## config.mk

```make
export PLATFORM = sky130hd
export DESIGN_NAME = issue_scoreboard
export DESIGN_NICKNAME = d
export VERILOG_FILES = /design/src/hdl/issue_pkg.sv /design/src/hdl/hazard_check.sv /design/src/hdl/unit_tracker.sv /design/src/hdl/issue_arbiter.sv /design/src/hdl/issue_scoreboard.sv
export SDC_FILE = /design/constraint.sdc
export NUM_CORES = 1
export LEC_CHECK = 0
export ABC_AREA = 1
export BUFFER_PORTS_ARGS = -buffer_cell sky130_fd_sc_hd__buf_2
export CORE_UTILIZATION = 58
export DETAILED_ROUTE_END_ITERATION = 7
export HOLD_SLACK_MARGIN = 0.05
export PLACE_DENSITY = 0.95
export SLEW_MARGIN = 20
export SYNTH_ARGS = -nofsm -noshare
export SYNTH_HDL_FRONTEND = slang
export SYNTH_SLANG_ARGS = --single-unit
```

## constraint.sdc

```tcl
create_clock -name clk -period 9.5 [get_ports clk]
set_input_delay 0.95 -clock clk [delete_from_list [all_inputs] [get_ports clk]]
set_output_delay 0.95 -clock clk [all_outputs]
set_load 0.005 [all_outputs]
```

## src/hdl/issue_pkg.sv

```systemverilog
package issue_pkg;

    // widths
    localparam int REG_W   = 5;
    localparam int PC_W    = 64;
    localparam int CLS_W   = 6;
    localparam int N_UNITS = 3;

    // architectural register number, x0 is never a tracked destination
    typedef logic [REG_W-1:0]   reg_addr_t;

    typedef logic [PC_W-1:0]    pc_t;

    // one-hot instruction class, bit positions below
    typedef logic [CLS_W-1:0]   inst_class_t;

    // one-hot unit choice, all zero means no unit
    typedef logic [N_UNITS-1:0] unit_sel_t;

    // class bits
    localparam int CLS_MULDIV = 0;
    localparam int CLS_LDST   = 1;
    localparam int CLS_CSR    = 2;
    localparam int CLS_JUMP   = 3;
    localparam int CLS_ALU    = 4;
    localparam int CLS_TRAP   = 5;

    // unit indices
    localparam int U_ALU0 = 0;
    localparam int U_ALU1 = 1;
    localparam int U_MMU  = 2;

endpackage

```

## src/hdl/hazard_check.sv

```systemverilog
`timescale 1ns/1ps

module hazard_check
    import issue_pkg::*;
(
    input  logic               valid,
    input  pc_t                pc,
    input  reg_addr_t          rs1,
    input  logic               rs1_en,
    input  reg_addr_t          rs2,
    input  logic               rs2_en,
    input  reg_addr_t          rd,
    input  logic               rd_en,

    input  logic               other_valid,
    input  pc_t                other_pc,
    input  reg_addr_t          other_rd,
    input  logic               other_rd_en,

    input  logic [N_UNITS-1:0] unit_busy,
    input  reg_addr_t          unit_dest0,
    input  reg_addr_t          unit_dest1,
    input  reg_addr_t          unit_dest2,

    output logic               data_stall
);

    reg_addr_t unit_dest [N_UNITS];
    logic      unit_hit;
    logic      younger;
    logic      pair_hit;

    assign unit_dest[U_ALU0] = unit_dest0;
    assign unit_dest[U_ALU1] = unit_dest1;
    assign unit_dest[U_MMU]  = unit_dest2;

    // an enabled field hits a destination, x0 never hits
    function automatic logic reg_hit(reg_addr_t a, logic a_en, reg_addr_t d);
        return a_en && (d != '0) && (a == d);
    endfunction

    // any enabled field of this slot against one destination
    function automatic logic slot_hit(reg_addr_t d);
        return reg_hit(rs1, rs1_en, d) ||
               reg_hit(rs2, rs2_en, d) ||
               reg_hit(rd, rd_en, d);
    endfunction

    // RAW and WAW against units still in flight
    always_comb begin
        unit_hit = 1'b0;
        for (int i = 0; i < N_UNITS; i++) begin
            if (unit_busy[i] && slot_hit(unit_dest[i])) begin
                unit_hit = 1'b1;
            end
        end
    end

    // the higher pc is the younger of the pair
    assign younger = other_valid && (pc > other_pc);

    // younger slot also waits on the older slot's destination
    assign pair_hit = younger && other_rd_en && slot_hit(other_rd);

    assign data_stall = valid && (unit_hit || pair_hit);

endmodule

```

## src/hdl/unit_tracker.sv

```systemverilog
`timescale 1ns/1ps

module unit_tracker
    import issue_pkg::*;
#(
    parameter int LAT   = 2,
    parameter int CNT_W = 3
) (
    input  logic      clk,
    input  logic      arst_n,

    input  logic      alloc,
    input  reg_addr_t alloc_rd,
    input  logic      alloc_rd_en,

    output logic      busy,
    output reg_addr_t dest
);

    localparam logic [CNT_W-1:0] LOAD_VAL = CNT_W'(LAT);

    logic [CNT_W-1:0] cnt;
    reg_addr_t        dest_q;

    // remaining busy cycles
    always_ff @(posedge clk or negedge arst_n) begin
        if (!arst_n) begin
            cnt <= '0;
        end else if (alloc) begin
            cnt <= LOAD_VAL;
        end else if (cnt != '0) begin
            cnt <= cnt - 1'b1;
        end
    end

    // x0 or no writeback leaves nothing to track
    always_ff @(posedge clk) begin
        if (alloc) begin
            if (alloc_rd_en && (alloc_rd != '0)) begin
                dest_q <= alloc_rd;
            end else begin
                dest_q <= '0;
            end
        end
    end

    assign busy = (cnt != '0);

    // dest only meaningful while the unit is busy
    assign dest = busy ? dest_q : '0;

endmodule

```

## src/hdl/issue_arbiter.sv

```systemverilog
`timescale 1ns/1ps

module issue_arbiter
    import issue_pkg::*;
(
    input  logic               clk,
    input  logic               arst_n,

    input  logic               s1_valid,
    input  logic               s2_valid,
    input  pc_t                s1_pc,
    input  pc_t                s2_pc,
    input  inst_class_t        s1_class,
    input  inst_class_t        s2_class,
    input  reg_addr_t          s1_rd,
    input  reg_addr_t          s2_rd,
    input  logic               s1_rd_en,
    input  logic               s2_rd_en,
    input  logic               stall_in1,
    input  logic               stall_in2,
    input  logic [N_UNITS-1:0] unit_busy,
    input  logic               commit_stop,
    input  logic               timer_intr,

    output logic               stall1,
    output logic               stall2,
    output logic               flush1,
    output logic               flush2,
    output logic               issue1,
    output logic               issue2,
    output unit_sel_t          unit1,
    output unit_sel_t          unit2,
    output logic [N_UNITS-1:0] alloc,
    output reg_addr_t          alloc_rd0,
    output reg_addr_t          alloc_rd1,
    output reg_addr_t          alloc_rd2,
    output logic [N_UNITS-1:0] alloc_rd_en,
    output logic               trap_valid,
    output pc_t                trap_pc
);

    logic        swap;
    logic        o_valid;
    pc_t         o_pc;
    inst_class_t o_class;
    logic        o_hz;
    logic        y_valid;
    inst_class_t y_class;
    logic        y_hz;
    logic        trap_take;
    logic        jump_flush;
    unit_sel_t   free_all;
    unit_sel_t   free_rest;
    unit_sel_t   o_unit;
    unit_sel_t   y_unit;
    logic        o_stall;
    logic        y_stall;
    logic        y_flush;
    unit_sel_t   unit1_c;
    unit_sel_t   unit2_c;

    // free unit for a class, lowest numbered alu first
    function automatic unit_sel_t pick_unit(inst_class_t cls, unit_sel_t free);
        unit_sel_t alu_pick;
        unit_sel_t sel;
        alu_pick = '0;
        if (free[U_ALU0]) begin
            alu_pick[U_ALU0] = 1'b1;
        end else if (free[U_ALU1]) begin
            alu_pick[U_ALU1] = 1'b1;
        end
        sel = '0;
        if (cls[CLS_LDST]) begin
            sel[U_MMU] = free[U_MMU];
        end else if (cls[CLS_CSR]) begin
            sel[U_ALU0] = free[U_ALU0];
        end else if (cls[CLS_MULDIV] || cls[CLS_JUMP] || cls[CLS_ALU]) begin
            sel = alu_pick;
        end
        // trap class has no unit of its own
        return sel;
    endfunction

    // slot 2 is older only when its pc is strictly lower
    assign swap = s2_valid && (!s1_valid || (s2_pc < s1_pc));

    assign o_valid = swap ? s2_valid  : s1_valid;
    assign o_pc    = swap ? s2_pc     : s1_pc;
    assign o_class = swap ? s2_class  : s1_class;
    assign o_hz    = swap ? stall_in2 : stall_in1;
    assign y_valid = swap ? s1_valid  : s2_valid;
    assign y_class = swap ? s1_class  : s2_class;
    assign y_hz    = swap ? stall_in1 : stall_in2;

    // trap waits until the pipeline has drained
    assign trap_take = o_valid && (timer_intr || o_class[CLS_TRAP]) && (unit_busy == '0);

    assign free_all = ~unit_busy;

    always_comb begin
        o_unit = '0;
        if (o_valid && !o_hz && !commit_stop && !trap_take) begin
            o_unit = pick_unit(o_class, free_all);
        end
    end

    assign jump_flush = (o_unit != '0) && o_class[CLS_JUMP];
    assign free_rest  = free_all & ~o_unit;

    always_comb begin
        y_unit = '0;
        if (y_valid && !y_hz && !commit_stop && !trap_take && !jump_flush) begin
            y_unit = pick_unit(y_class, free_rest);
        end
    end

    assign o_stall = o_valid && !trap_take && (o_unit == '0);
    assign y_flush = y_valid && (trap_take || jump_flush);
    assign y_stall = y_valid && !y_flush && (y_unit == '0);

    // back to slot order
    assign unit1_c = swap ? y_unit  : o_unit;
    assign unit2_c = swap ? o_unit  : y_unit;
    assign stall1  = swap ? y_stall : o_stall;
    assign stall2  = swap ? o_stall : y_stall;
    assign flush1  = swap ? y_flush : (o_valid && trap_take);
    assign flush2  = swap ? (o_valid && trap_take) : y_flush;

    // trackers load on the same edge as the issue registers
    assign alloc       = unit1_c | unit2_c;
    assign alloc_rd0   = unit1_c[U_ALU0] ? s1_rd : s2_rd;
    assign alloc_rd1   = unit1_c[U_ALU1] ? s1_rd : s2_rd;
    assign alloc_rd2   = unit1_c[U_MMU]  ? s1_rd : s2_rd;
    assign alloc_rd_en = (unit1_c & {N_UNITS{s1_rd_en}}) | (unit2_c & {N_UNITS{s2_rd_en}});

    always_ff @(posedge clk or negedge arst_n) begin
        if (!arst_n) begin
            issue1     <= 1'b0;
            issue2     <= 1'b0;
            unit1      <= '0;
            unit2      <= '0;
            trap_valid <= 1'b0;
            trap_pc    <= '0;
        end else begin
            issue1     <= (unit1_c != '0);
            issue2     <= (unit2_c != '0);
            unit1      <= unit1_c;
            unit2      <= unit2_c;
            trap_valid <= trap_take;
            if (trap_take) begin
                trap_pc <= o_pc;
            end
        end
    end

endmodule

```

## src/hdl/issue_scoreboard.sv

```systemverilog
`timescale 1ns/1ps

module issue_scoreboard
    import issue_pkg::*;
#(
    parameter int ALU_LAT = 2,
    parameter int MMU_LAT = 4,
    parameter int CNT_W   = 3
) (
    input  logic        clk,
    input  logic        arst_n,

    input  logic        s1_valid,
    input  pc_t         s1_pc,
    input  inst_class_t s1_class,
    input  reg_addr_t   s1_rs1,
    input  logic        s1_rs1_en,
    input  reg_addr_t   s1_rs2,
    input  logic        s1_rs2_en,
    input  reg_addr_t   s1_rd,
    input  logic        s1_rd_en,

    input  logic        s2_valid,
    input  pc_t         s2_pc,
    input  inst_class_t s2_class,
    input  reg_addr_t   s2_rs1,
    input  logic        s2_rs1_en,
    input  reg_addr_t   s2_rs2,
    input  logic        s2_rs2_en,
    input  reg_addr_t   s2_rd,
    input  logic        s2_rd_en,

    input  logic        commit_stop,
    input  logic        timer_intr,

    output logic        stall1,
    output logic        stall2,
    output logic        flush1,
    output logic        flush2,
    output logic        issue1,
    output logic        issue2,
    output unit_sel_t   unit1,
    output unit_sel_t   unit2,
    output logic        trap_valid,
    output pc_t         trap_pc
);

    logic [N_UNITS-1:0] unit_busy;
    reg_addr_t          unit_dest0;
    reg_addr_t          unit_dest1;
    reg_addr_t          unit_dest2;
    logic               data_stall1;
    logic               data_stall2;
    logic [N_UNITS-1:0] alloc;
    reg_addr_t          alloc_rd0;
    reg_addr_t          alloc_rd1;
    reg_addr_t          alloc_rd2;
    logic [N_UNITS-1:0] alloc_rd_en;

    hazard_check u_hazard1 (
        .valid       (s1_valid),
        .pc          (s1_pc),
        .rs1         (s1_rs1),
        .rs1_en      (s1_rs1_en),
        .rs2         (s1_rs2),
        .rs2_en      (s1_rs2_en),
        .rd          (s1_rd),
        .rd_en       (s1_rd_en),
        .other_valid (s2_valid),
        .other_pc    (s2_pc),
        .other_rd    (s2_rd),
        .other_rd_en (s2_rd_en),
        .unit_busy   (unit_busy),
        .unit_dest0  (unit_dest0),
        .unit_dest1  (unit_dest1),
        .unit_dest2  (unit_dest2),
        .data_stall  (data_stall1)
    );

    hazard_check u_hazard2 (
        .valid       (s2_valid),
        .pc          (s2_pc),
        .rs1         (s2_rs1),
        .rs1_en      (s2_rs1_en),
        .rs2         (s2_rs2),
        .rs2_en      (s2_rs2_en),
        .rd          (s2_rd),
        .rd_en       (s2_rd_en),
        .other_valid (s1_valid),
        .other_pc    (s1_pc),
        .other_rd    (s1_rd),
        .other_rd_en (s1_rd_en),
        .unit_busy   (unit_busy),
        .unit_dest0  (unit_dest0),
        .unit_dest1  (unit_dest1),
        .unit_dest2  (unit_dest2),
        .data_stall  (data_stall2)
    );

    issue_arbiter u_arbiter (
        .clk         (clk),
        .arst_n      (arst_n),
        .s1_valid    (s1_valid),
        .s2_valid    (s2_valid),
        .s1_pc       (s1_pc),
        .s2_pc       (s2_pc),
        .s1_class    (s1_class),
        .s2_class    (s2_class),
        .s1_rd       (s1_rd),
        .s2_rd       (s2_rd),
        .s1_rd_en    (s1_rd_en),
        .s2_rd_en    (s2_rd_en),
        .stall_in1   (data_stall1),
        .stall_in2   (data_stall2),
        .unit_busy   (unit_busy),
        .commit_stop (commit_stop),
        .timer_intr  (timer_intr),
        .stall1      (stall1),
        .stall2      (stall2),
        .flush1      (flush1),
        .flush2      (flush2),
        .issue1      (issue1),
        .issue2      (issue2),
        .unit1       (unit1),
        .unit2       (unit2),
        .alloc       (alloc),
        .alloc_rd0   (alloc_rd0),
        .alloc_rd1   (alloc_rd1),
        .alloc_rd2   (alloc_rd2),
        .alloc_rd_en (alloc_rd_en),
        .trap_valid  (trap_valid),
        .trap_pc     (trap_pc)
    );

    unit_tracker #(.LAT(ALU_LAT), .CNT_W(CNT_W)) u_alu0 (
        .clk         (clk),
        .arst_n      (arst_n),
        .alloc       (alloc[U_ALU0]),
        .alloc_rd    (alloc_rd0),
        .alloc_rd_en (alloc_rd_en[U_ALU0]),
        .busy        (unit_busy[U_ALU0]),
        .dest        (unit_dest0)
    );

    unit_tracker #(.LAT(ALU_LAT), .CNT_W(CNT_W)) u_alu1 (
        .clk         (clk),
        .arst_n      (arst_n),
        .alloc       (alloc[U_ALU1]),
        .alloc_rd    (alloc_rd1),
        .alloc_rd_en (alloc_rd_en[U_ALU1]),
        .busy        (unit_busy[U_ALU1]),
        .dest        (unit_dest1)
    );

    unit_tracker #(.LAT(MMU_LAT), .CNT_W(CNT_W)) u_mmu (
        .clk         (clk),
        .arst_n      (arst_n),
        .alloc       (alloc[U_MMU]),
        .alloc_rd    (alloc_rd2),
        .alloc_rd_en (alloc_rd_en[U_MMU]),
        .busy        (unit_busy[U_MMU]),
        .dest        (unit_dest2)
    );

endmodule

```

Word level (Yosys, flattened, before mapping)
Index checks and enable logic that the tools add are counted.

Add/sub/neg operators: 3. Magnitude comparators: 3. Eq/ne operators: 24. Multiplexer cells: 49. Bitwise gates (word level): 7. Reduce and logical (&&, ||, !) cells: 134.

Operators with widths (number): greater-than comparator 64 bit (2); == test 5 bit (24); logical AND 1 bit (82); < comparator 64 bit (1); 2-to-1 mux 64 bit (1); nonzero test 5 bit (8); 2-to-1 mux 5 bit (7); 2-to-1 mux 3 bit (10); logical OR 1 bit (25); 2-to-1 mux 1 bit (24); nonzero test 3 bit (6); 2-to-1 mux 2 bit (6); bitwise AND 3 bit (3); logical NOT 3 bit (3); subtractor 3 x 1 -> 3 bit, second input constant (3); logical NOT 1 bit (7); 2-to-1 mux 6 bit (1); inverter 3 bit (2); OR 3 bit (2); nonzero test 2 bit (3).

Flip-flop bits (word level): 97. Bits of input ports: 182. Logic and storage cells: 232.

Longest topological paths before layout
Word-level depth: 31. Gate-level depth with buffers: 33. Mapped depth without buffers: 33.

Hierarchy
A second synthesis with hierarchy kept.

Cells, all modules: 1859. Area, all modules: 12259.3 um^2.

Modules (own cells, without submodules): issue_arbiter (instances 1, cells an instance 749, area an instance 5595.4 um^2, seq. area each 1826.8 um^2); hazard_check (instances 2, cells an instance 479, area an instance 2688.8 um^2, seq. area each 0.0 um^2); unit_tracker at u_alu0 ... (instances 2, cells an instance 51, area an instance 432.9 um^2, seq. area each 225.2 um^2); unit_tracker at u_mmu (instances 1, cells an instance 50, area an instance 420.4 um^2, seq. area each 225.2 um^2).

Worst setup path after synthesis
OpenSTA, ideal clock, no wires.

Kind: input to output. From: input port s1_pc[39]. To: output port stall2. Arrival time: 3379 ps. Data required time: 8550 ps. Setup slack: 5171 ps. Stages on the path: 18. Path buffers: 4. Path through: inv_1 ha_1 a21o_1 nor2_1 nand2_1 nand2_1 nand2_1 a21oi_1 nand2_2 nand2_4 nand2_4 buf_4 inv_1 buf_2 clkbuf_1 clkbuf_1 nand2_1 o21ai_0.

Longest elaborated chain between the ends: 23.

RTL lines: start: declaration (line issue_scoreboard.sv:14) `input pc_t s1_pc,`; greater-than comparator 64 bit (line hazard_check.sv:60) `assign younger = other_valid && (pc > other_pc);`; logical AND 1 bit (line hazard_check.sv:60); logical AND 1 bit (2 in a row) (line hazard_check.sv:63) `assign pair_hit = younger && other_rd_en && slot_hit(other_rd);`; logical OR 1 bit (line hazard_check.sv:65) `assign data_stall = valid && (unit_hit || pair_hit);`; logical AND 1 bit (line hazard_check.sv:65); 2-to-1 mux 1 bit (line issue_arbiter.sv:90) `assign o_hz = swap ? stall_in2 : stall_in1;`; logical NOT 1 bit (line issue_arbiter.sv:102) `if (o_valid && !o_hz && !commit_stop && !trap_take) begin`; logical AND 1 bit (3 in a row) (line issue_arbiter.sv:102); [4 not listed]; 2-to-1 mux 1 bit (line issue_arbiter.sv:67) `if (free[U_ALU0]) begin`; 2-to-1 mux 2 bit (line issue_arbiter.sv:77) `end else if (cls[CLS_MULDIV] || cls[CLS_JUMP] || cls[CLS_ALU]) begin`; 2-to-1 mux 2 bit (line issue_arbiter.sv:75) `end else if (cls[CLS_CSR]) begin`; 2-to-1 mux 2 bit (line issue_arbiter.sv:73) `if (cls[CLS_LDST]) begin`; 2-to-1 mux 3 bit (line issue_arbiter.sv:112) `if (y_valid && !y_hz && !commit_stop && !trap_take && !jump_flush) begin`; logical NOT 3 bit (line issue_arbiter.sv:119) `assign y_stall = y_valid && !y_flush && (y_unit == '0);`; logical AND 1 bit (line issue_arbiter.sv:119); 2-to-1 mux 1 bit (*) (line issue_arbiter.sv:125) `assign stall2 = swap ? o_stall : y_stall;`; end: declaration (line issue_scoreboard.sv:37) `output logic stall2,`.

Every way passes the cells marked *; elsewhere a longest branch is shown, timed or not.

Worst setup path in the final report
From: input port s1_pc[47]. To: output port stall1.

Longest elaborated chain between the ends: 23.

RTL lines: greater-than comparator 64 bit (line hazard_check.sv:60); logical AND 1 bit (line hazard_check.sv:60); logical AND 1 bit (2 in a row) (line hazard_check.sv:63); logical OR 1 bit (line hazard_check.sv:65); logical AND 1 bit (line hazard_check.sv:65); 2-to-1 mux 1 bit (line issue_arbiter.sv:90); logical NOT 1 bit (line issue_arbiter.sv:102); logical AND 1 bit (3 in a row) (line issue_arbiter.sv:102); [4 not listed]; 2-to-1 mux 1 bit (line issue_arbiter.sv:67); 2-to-1 mux 2 bit (line issue_arbiter.sv:77); 2-to-1 mux 2 bit (line issue_arbiter.sv:75); 2-to-1 mux 2 bit (line issue_arbiter.sv:73); 2-to-1 mux 3 bit (line issue_arbiter.sv:112); logical NOT 3 bit (line issue_arbiter.sv:119); logical AND 1 bit (line issue_arbiter.sv:119); 2-to-1 mux 1 bit (*) (line issue_arbiter.sv:124) `assign stall1 = swap ? y_stall : o_stall;`; end: declaration (line issue_scoreboard.sv:36) `output logic stall1,`.

Marked as above.

==> impl_metrics.csv <==
group,metric,value,unit
final_layout,fin_util,0.712,
global_route,grt_pass1_wl,48200,µm
synth,synth-edff-count,15,
drt,via_per_inst,5.91,
sta,slew_violations,0,
sta,period_needed,5660,ps
sta,fin_worst_skew,14.0,ps
global_route,grt_max_degree,76,
pwr,clockPowerShare,0.195,
status,status,"completed",
synth,avgSynthCellArea,6.74,µm²
worst_setup_path,worstPathRequired,8550,ps
run,drv_cap,0,
final_layout,area_growth,19.5,%
sta,fmax,177,MHz
global_route,antenna_found_initial,4,
drt,antenna_left,0,
die,ioPinCount,259,
synth,yosysWarnings,0,
cts,clock_path_buffers,2,
pwr,p_comb_frac,0.453,
synth,async_flop_share,0.845,
synth,syn_nets,1543,
worst_setup_path,critical_path_class,"in2out",
cts,cts_tree,"yes",
drt,wl_per_cell,17.7,µm
drt,routed_wl,30400,µm
sta,worst_pin_slew,869,ps
drt,vias,10100,
placed_design,port_buffers,258,
die,fp.dieH,124,µm
final_layout,drive_above_1_share,0.221,
cts,clk_latency,360,ps
final_layout,fill_cells,1210,
cts,cts_setup_buffers,0,
global_route,grt_usage,0.393,
pwr,vdd_drop_max,131,µV
drt,dr.pass1.iters,5,
worst_setup_path,reg2reg_slack,4860,ps
synth,ys_seq_area_frac,0.288,
pwr,switching_share,0.421,
sta,setup_tns,0,ps
cts,cts-root-buf,"clkbuf_16",
pwr,power_density,188,nW/µm²
die,die_width,124,µm
drt,drtIter0Drc,1135,
synth,synthDistinctLibCells,47,
cts,clk_pin_slew_worst_paths,70,ps
global_route,grt_pass1_vias,9678,
cts,cts_sinks,97,
sta,post-route-period-util,0.596,
final_layout,fin_nets,1775,
worst_setup_path,r2r-end,"u_mmu.dest_q[2]",
synth,synthCells,1291,
pwr,p_seq_frac,0.352,
die,dieArea,15500,µm²
min_path,hold_depth,2,
drt,drc,0,
cts,ctsResizeCount,0,
worst_setup_path,critPathLaunchType,"input pin",
min_path,min_to,"u_arbiter.trap_pc[51]",
pwr,internal-power,1.13,mW
pwr,power_switching,820,µW
worst_setup_path,worstSetupEndpointType,"output pin",
pwr,p_leak,5.82,nW
synth,ys_ff_latch,97,
cts,cts_hold_buf,0,
synth,ys.flop_type,"dfrtp_1",
worst_setup_path,crit_arrival,4710,ps
global_route,overflow,0,
placed_design,place.gp.congestion,1.01,
pwr,p_total,1.95,mW
sta,slew_headroom,0.421,
worst_setup_path,r2r_start,"u_alu0.cnt[0]",
synth,synthesis.area,8700,µm²
sta,hold_viol_final,0,
sta,finalSetupViolCount,0,
die,rows,44,
worst_setup_path,reg2reg_depth,26,
worst_setup_path,crit_path_max_fanout,70,
cts,ctsHtreeMaxLevel,3,
sta,rsz0062_at_grt,"no",
min_path,hold_path.class,"reg2reg",
placed_design,place_hpwl,23300,µm
cts,cts_buffers,9,
min_path,min_from,"u_arbiter.trap_pc[51]",
die,start_util,0.596,
die,core,14600,µm²
-- cells by family after synthesis --
| kind of cell | share of synthesized area |
|---|---|
| buf+inv | 0.0977 |
| fa+ha+maj | 0.101 |
| compound gates | 0.139 |
| xor+xnor | 0.0222 |
| flops | 0.288 |
| simple gates | 0.353 |
-- Yosys cell counts, types with 2 or more instances --
cell type / instances / share of area
buf_1: 4 / 0.0017
o21ai_2: 4 / 0.0040
nand3_2: 3 / 0.0035
dfrtp_1: 82 / 0.24
nand3_4: 2 / 0.0040
a221oi_1: 3 / 0.0030
o211ai_1: 65 / 0.056
edfxtp_1: 15 / 0.052
clkbuf_1: 30 / 0.013
nand2_1: 349 / 0.15
xor2_1: 19 / 0.019
o21ai_1: 4 / 0.0023
nand2_4: 10 / 0.013
o22ai_1: 9 / 0.0065
nand3_1: 158 / 0.091
o21bai_1: 2 / 0.0017
inv_2: 10 / 0.0043
xnor2_1: 3 / 0.0030
nor2_1: 107 / 0.046
buf_2: 4 / 0.0023
clkinv_1: 6 / 0.0026
a21o_1: 4 / 0.0035
a31oi_1: 2 / 0.0014
ha_1: 70 / 0.10
nor2_2: 4 / 0.0029
inv_1: 163 / 0.070
nand2_2: 20 / 0.014
nand4_1: 21 / 0.015
a21oi_1: 42 / 0.024
o21ai_0: 53 / 0.031
nor3_1: 7 / 0.0040
-- sequential cells by signal, summed over array words and instances, names as in the netlist --
register,cells
u_alu0.cnt,3
u_alu0.dest_q,5
u_alu1.cnt,3
u_alu1.dest_q,5
u_arbiter.issue1,1
u_arbiter.issue2,1
u_arbiter.trap_pc,64
u_arbiter.trap_valid,1
u_arbiter.unit1,3
u_arbiter.unit2,3
u_mmu.cnt,3
u_mmu.dest_q,5
-- per-stage QoR --
step / hold slack, ps / cell area [µm²] / std cells / setup slack [ps]
floorplan: 462 / 8700 / 1291 / 5170
global placement: 478 / 10100 / 1696 / 4010
detailed placement: 483 / 10100 / 1696 / 3930
CTS: 501 / 10400 / 1712 / 3910
global route: 522 / 10400 / 1716 / 3490
finish: 498 / 10400 / 1716 / 3840
-- layer usage --
layer,vias up,part of all wire,GRT usage
li1,4745,-,-
met1,4562,0.39,0.484
met2,675,0.45,0.615
met3,163,0.10,0.0902
met4,0,0.062,0.259
met5,-,0,0
-- layout make-up --
cell class / instances / area [µm²] / area share
multi-input cells: 973 / 5350 / 0.515
flip-flops and latches: 97 / 2500 / 0.241
repair buffers: 262 / 1320 / 0.127
inverters: 180 / 678 / 0.0653
clock buffers: 11 / 254 / 0.0244
well taps: 184 / 230 / 0.0222
clock inverters: 5 / 45.0 / 0.00434
diodes: 4 / 10.0 / 0.000963
-- cell usage in the layout (no fill, tap or decap), types with 3 or more instances in the layout --
master     netlist  routed
nand2_2         20      21
nand3_1        158     158
nand2_4         10      10
buf_4            1       5
o211ai_1        65      65
edfxtp_1        15      15
diode_2          0       4
ha_1            70      70
o21ai_2          4       4
clkbuf_16        0      10
clkinv_1         6       6
o21ai_1          4       4
inv_1          163     162
nor3_1           7       7
buf_2            4     257
inv_2           10      11
nand3_2          3       3
xnor2_1          3       3
o22ai_1          9       9
dfrtp_1         82      82
xor2_1          19      19
nand2_1        349     348
a21o_1           4       4
nor2_2           4       4
nor2_1         107     107
o21ai_0         53      53
a21oi_1         42      42
a221oi_1         3       3
nand4_1         21      21
-- worst max-delay path, stage by stage --
cell,delay [ps]
buf_2,70
inv_1,40
ha_1,290
nand2_1,90
nor3_1,440
and3b_1,280
nand2_2,90
nand2_2,120
nand2_4,100
nand2_4,240
nand2_1,100
nand3_2,90
nand2_4,80
inv_4,570
nor2_2,120
nand2_2,140
nand3_2,120
nand2_4,140
nand2_1,80
nor2_1,90
nand4_1,130
o21ai_0,180
buf_2,140
-- worst max-delay path by stage --
stage / start / to / slack, ps
finish: s1_pc[47] / stall1 / 3840
detailed placement: s1_pc[47] / stall2 / 3930
global placement: s1_pc[47] / stall1 / 4010
global route: s1_pc[29] / stall2 / 3490
floorplan: s1_pc[39] / stall2 / 5170
CTS: s1_pc[47] / stall1 / 3910
-- power groups by stage --
stage / clock [mW] / sequential [mW] / combinational (mW)
5_1_grt: 0.394 / 0.699 / 0.978
4_1_cts: 0.379 / 0.681 / 0.872
2_1_floorplan: 0 / 0.682 / 0.507
6_report: 0.381 / 0.686 / 0.882
3_5_place_dp: 0 / 0.684 / 0.868
3_3_place_gp: 0 / 0.680 / 0.843
Note: power is estimated with default switching activity, not from simulation.
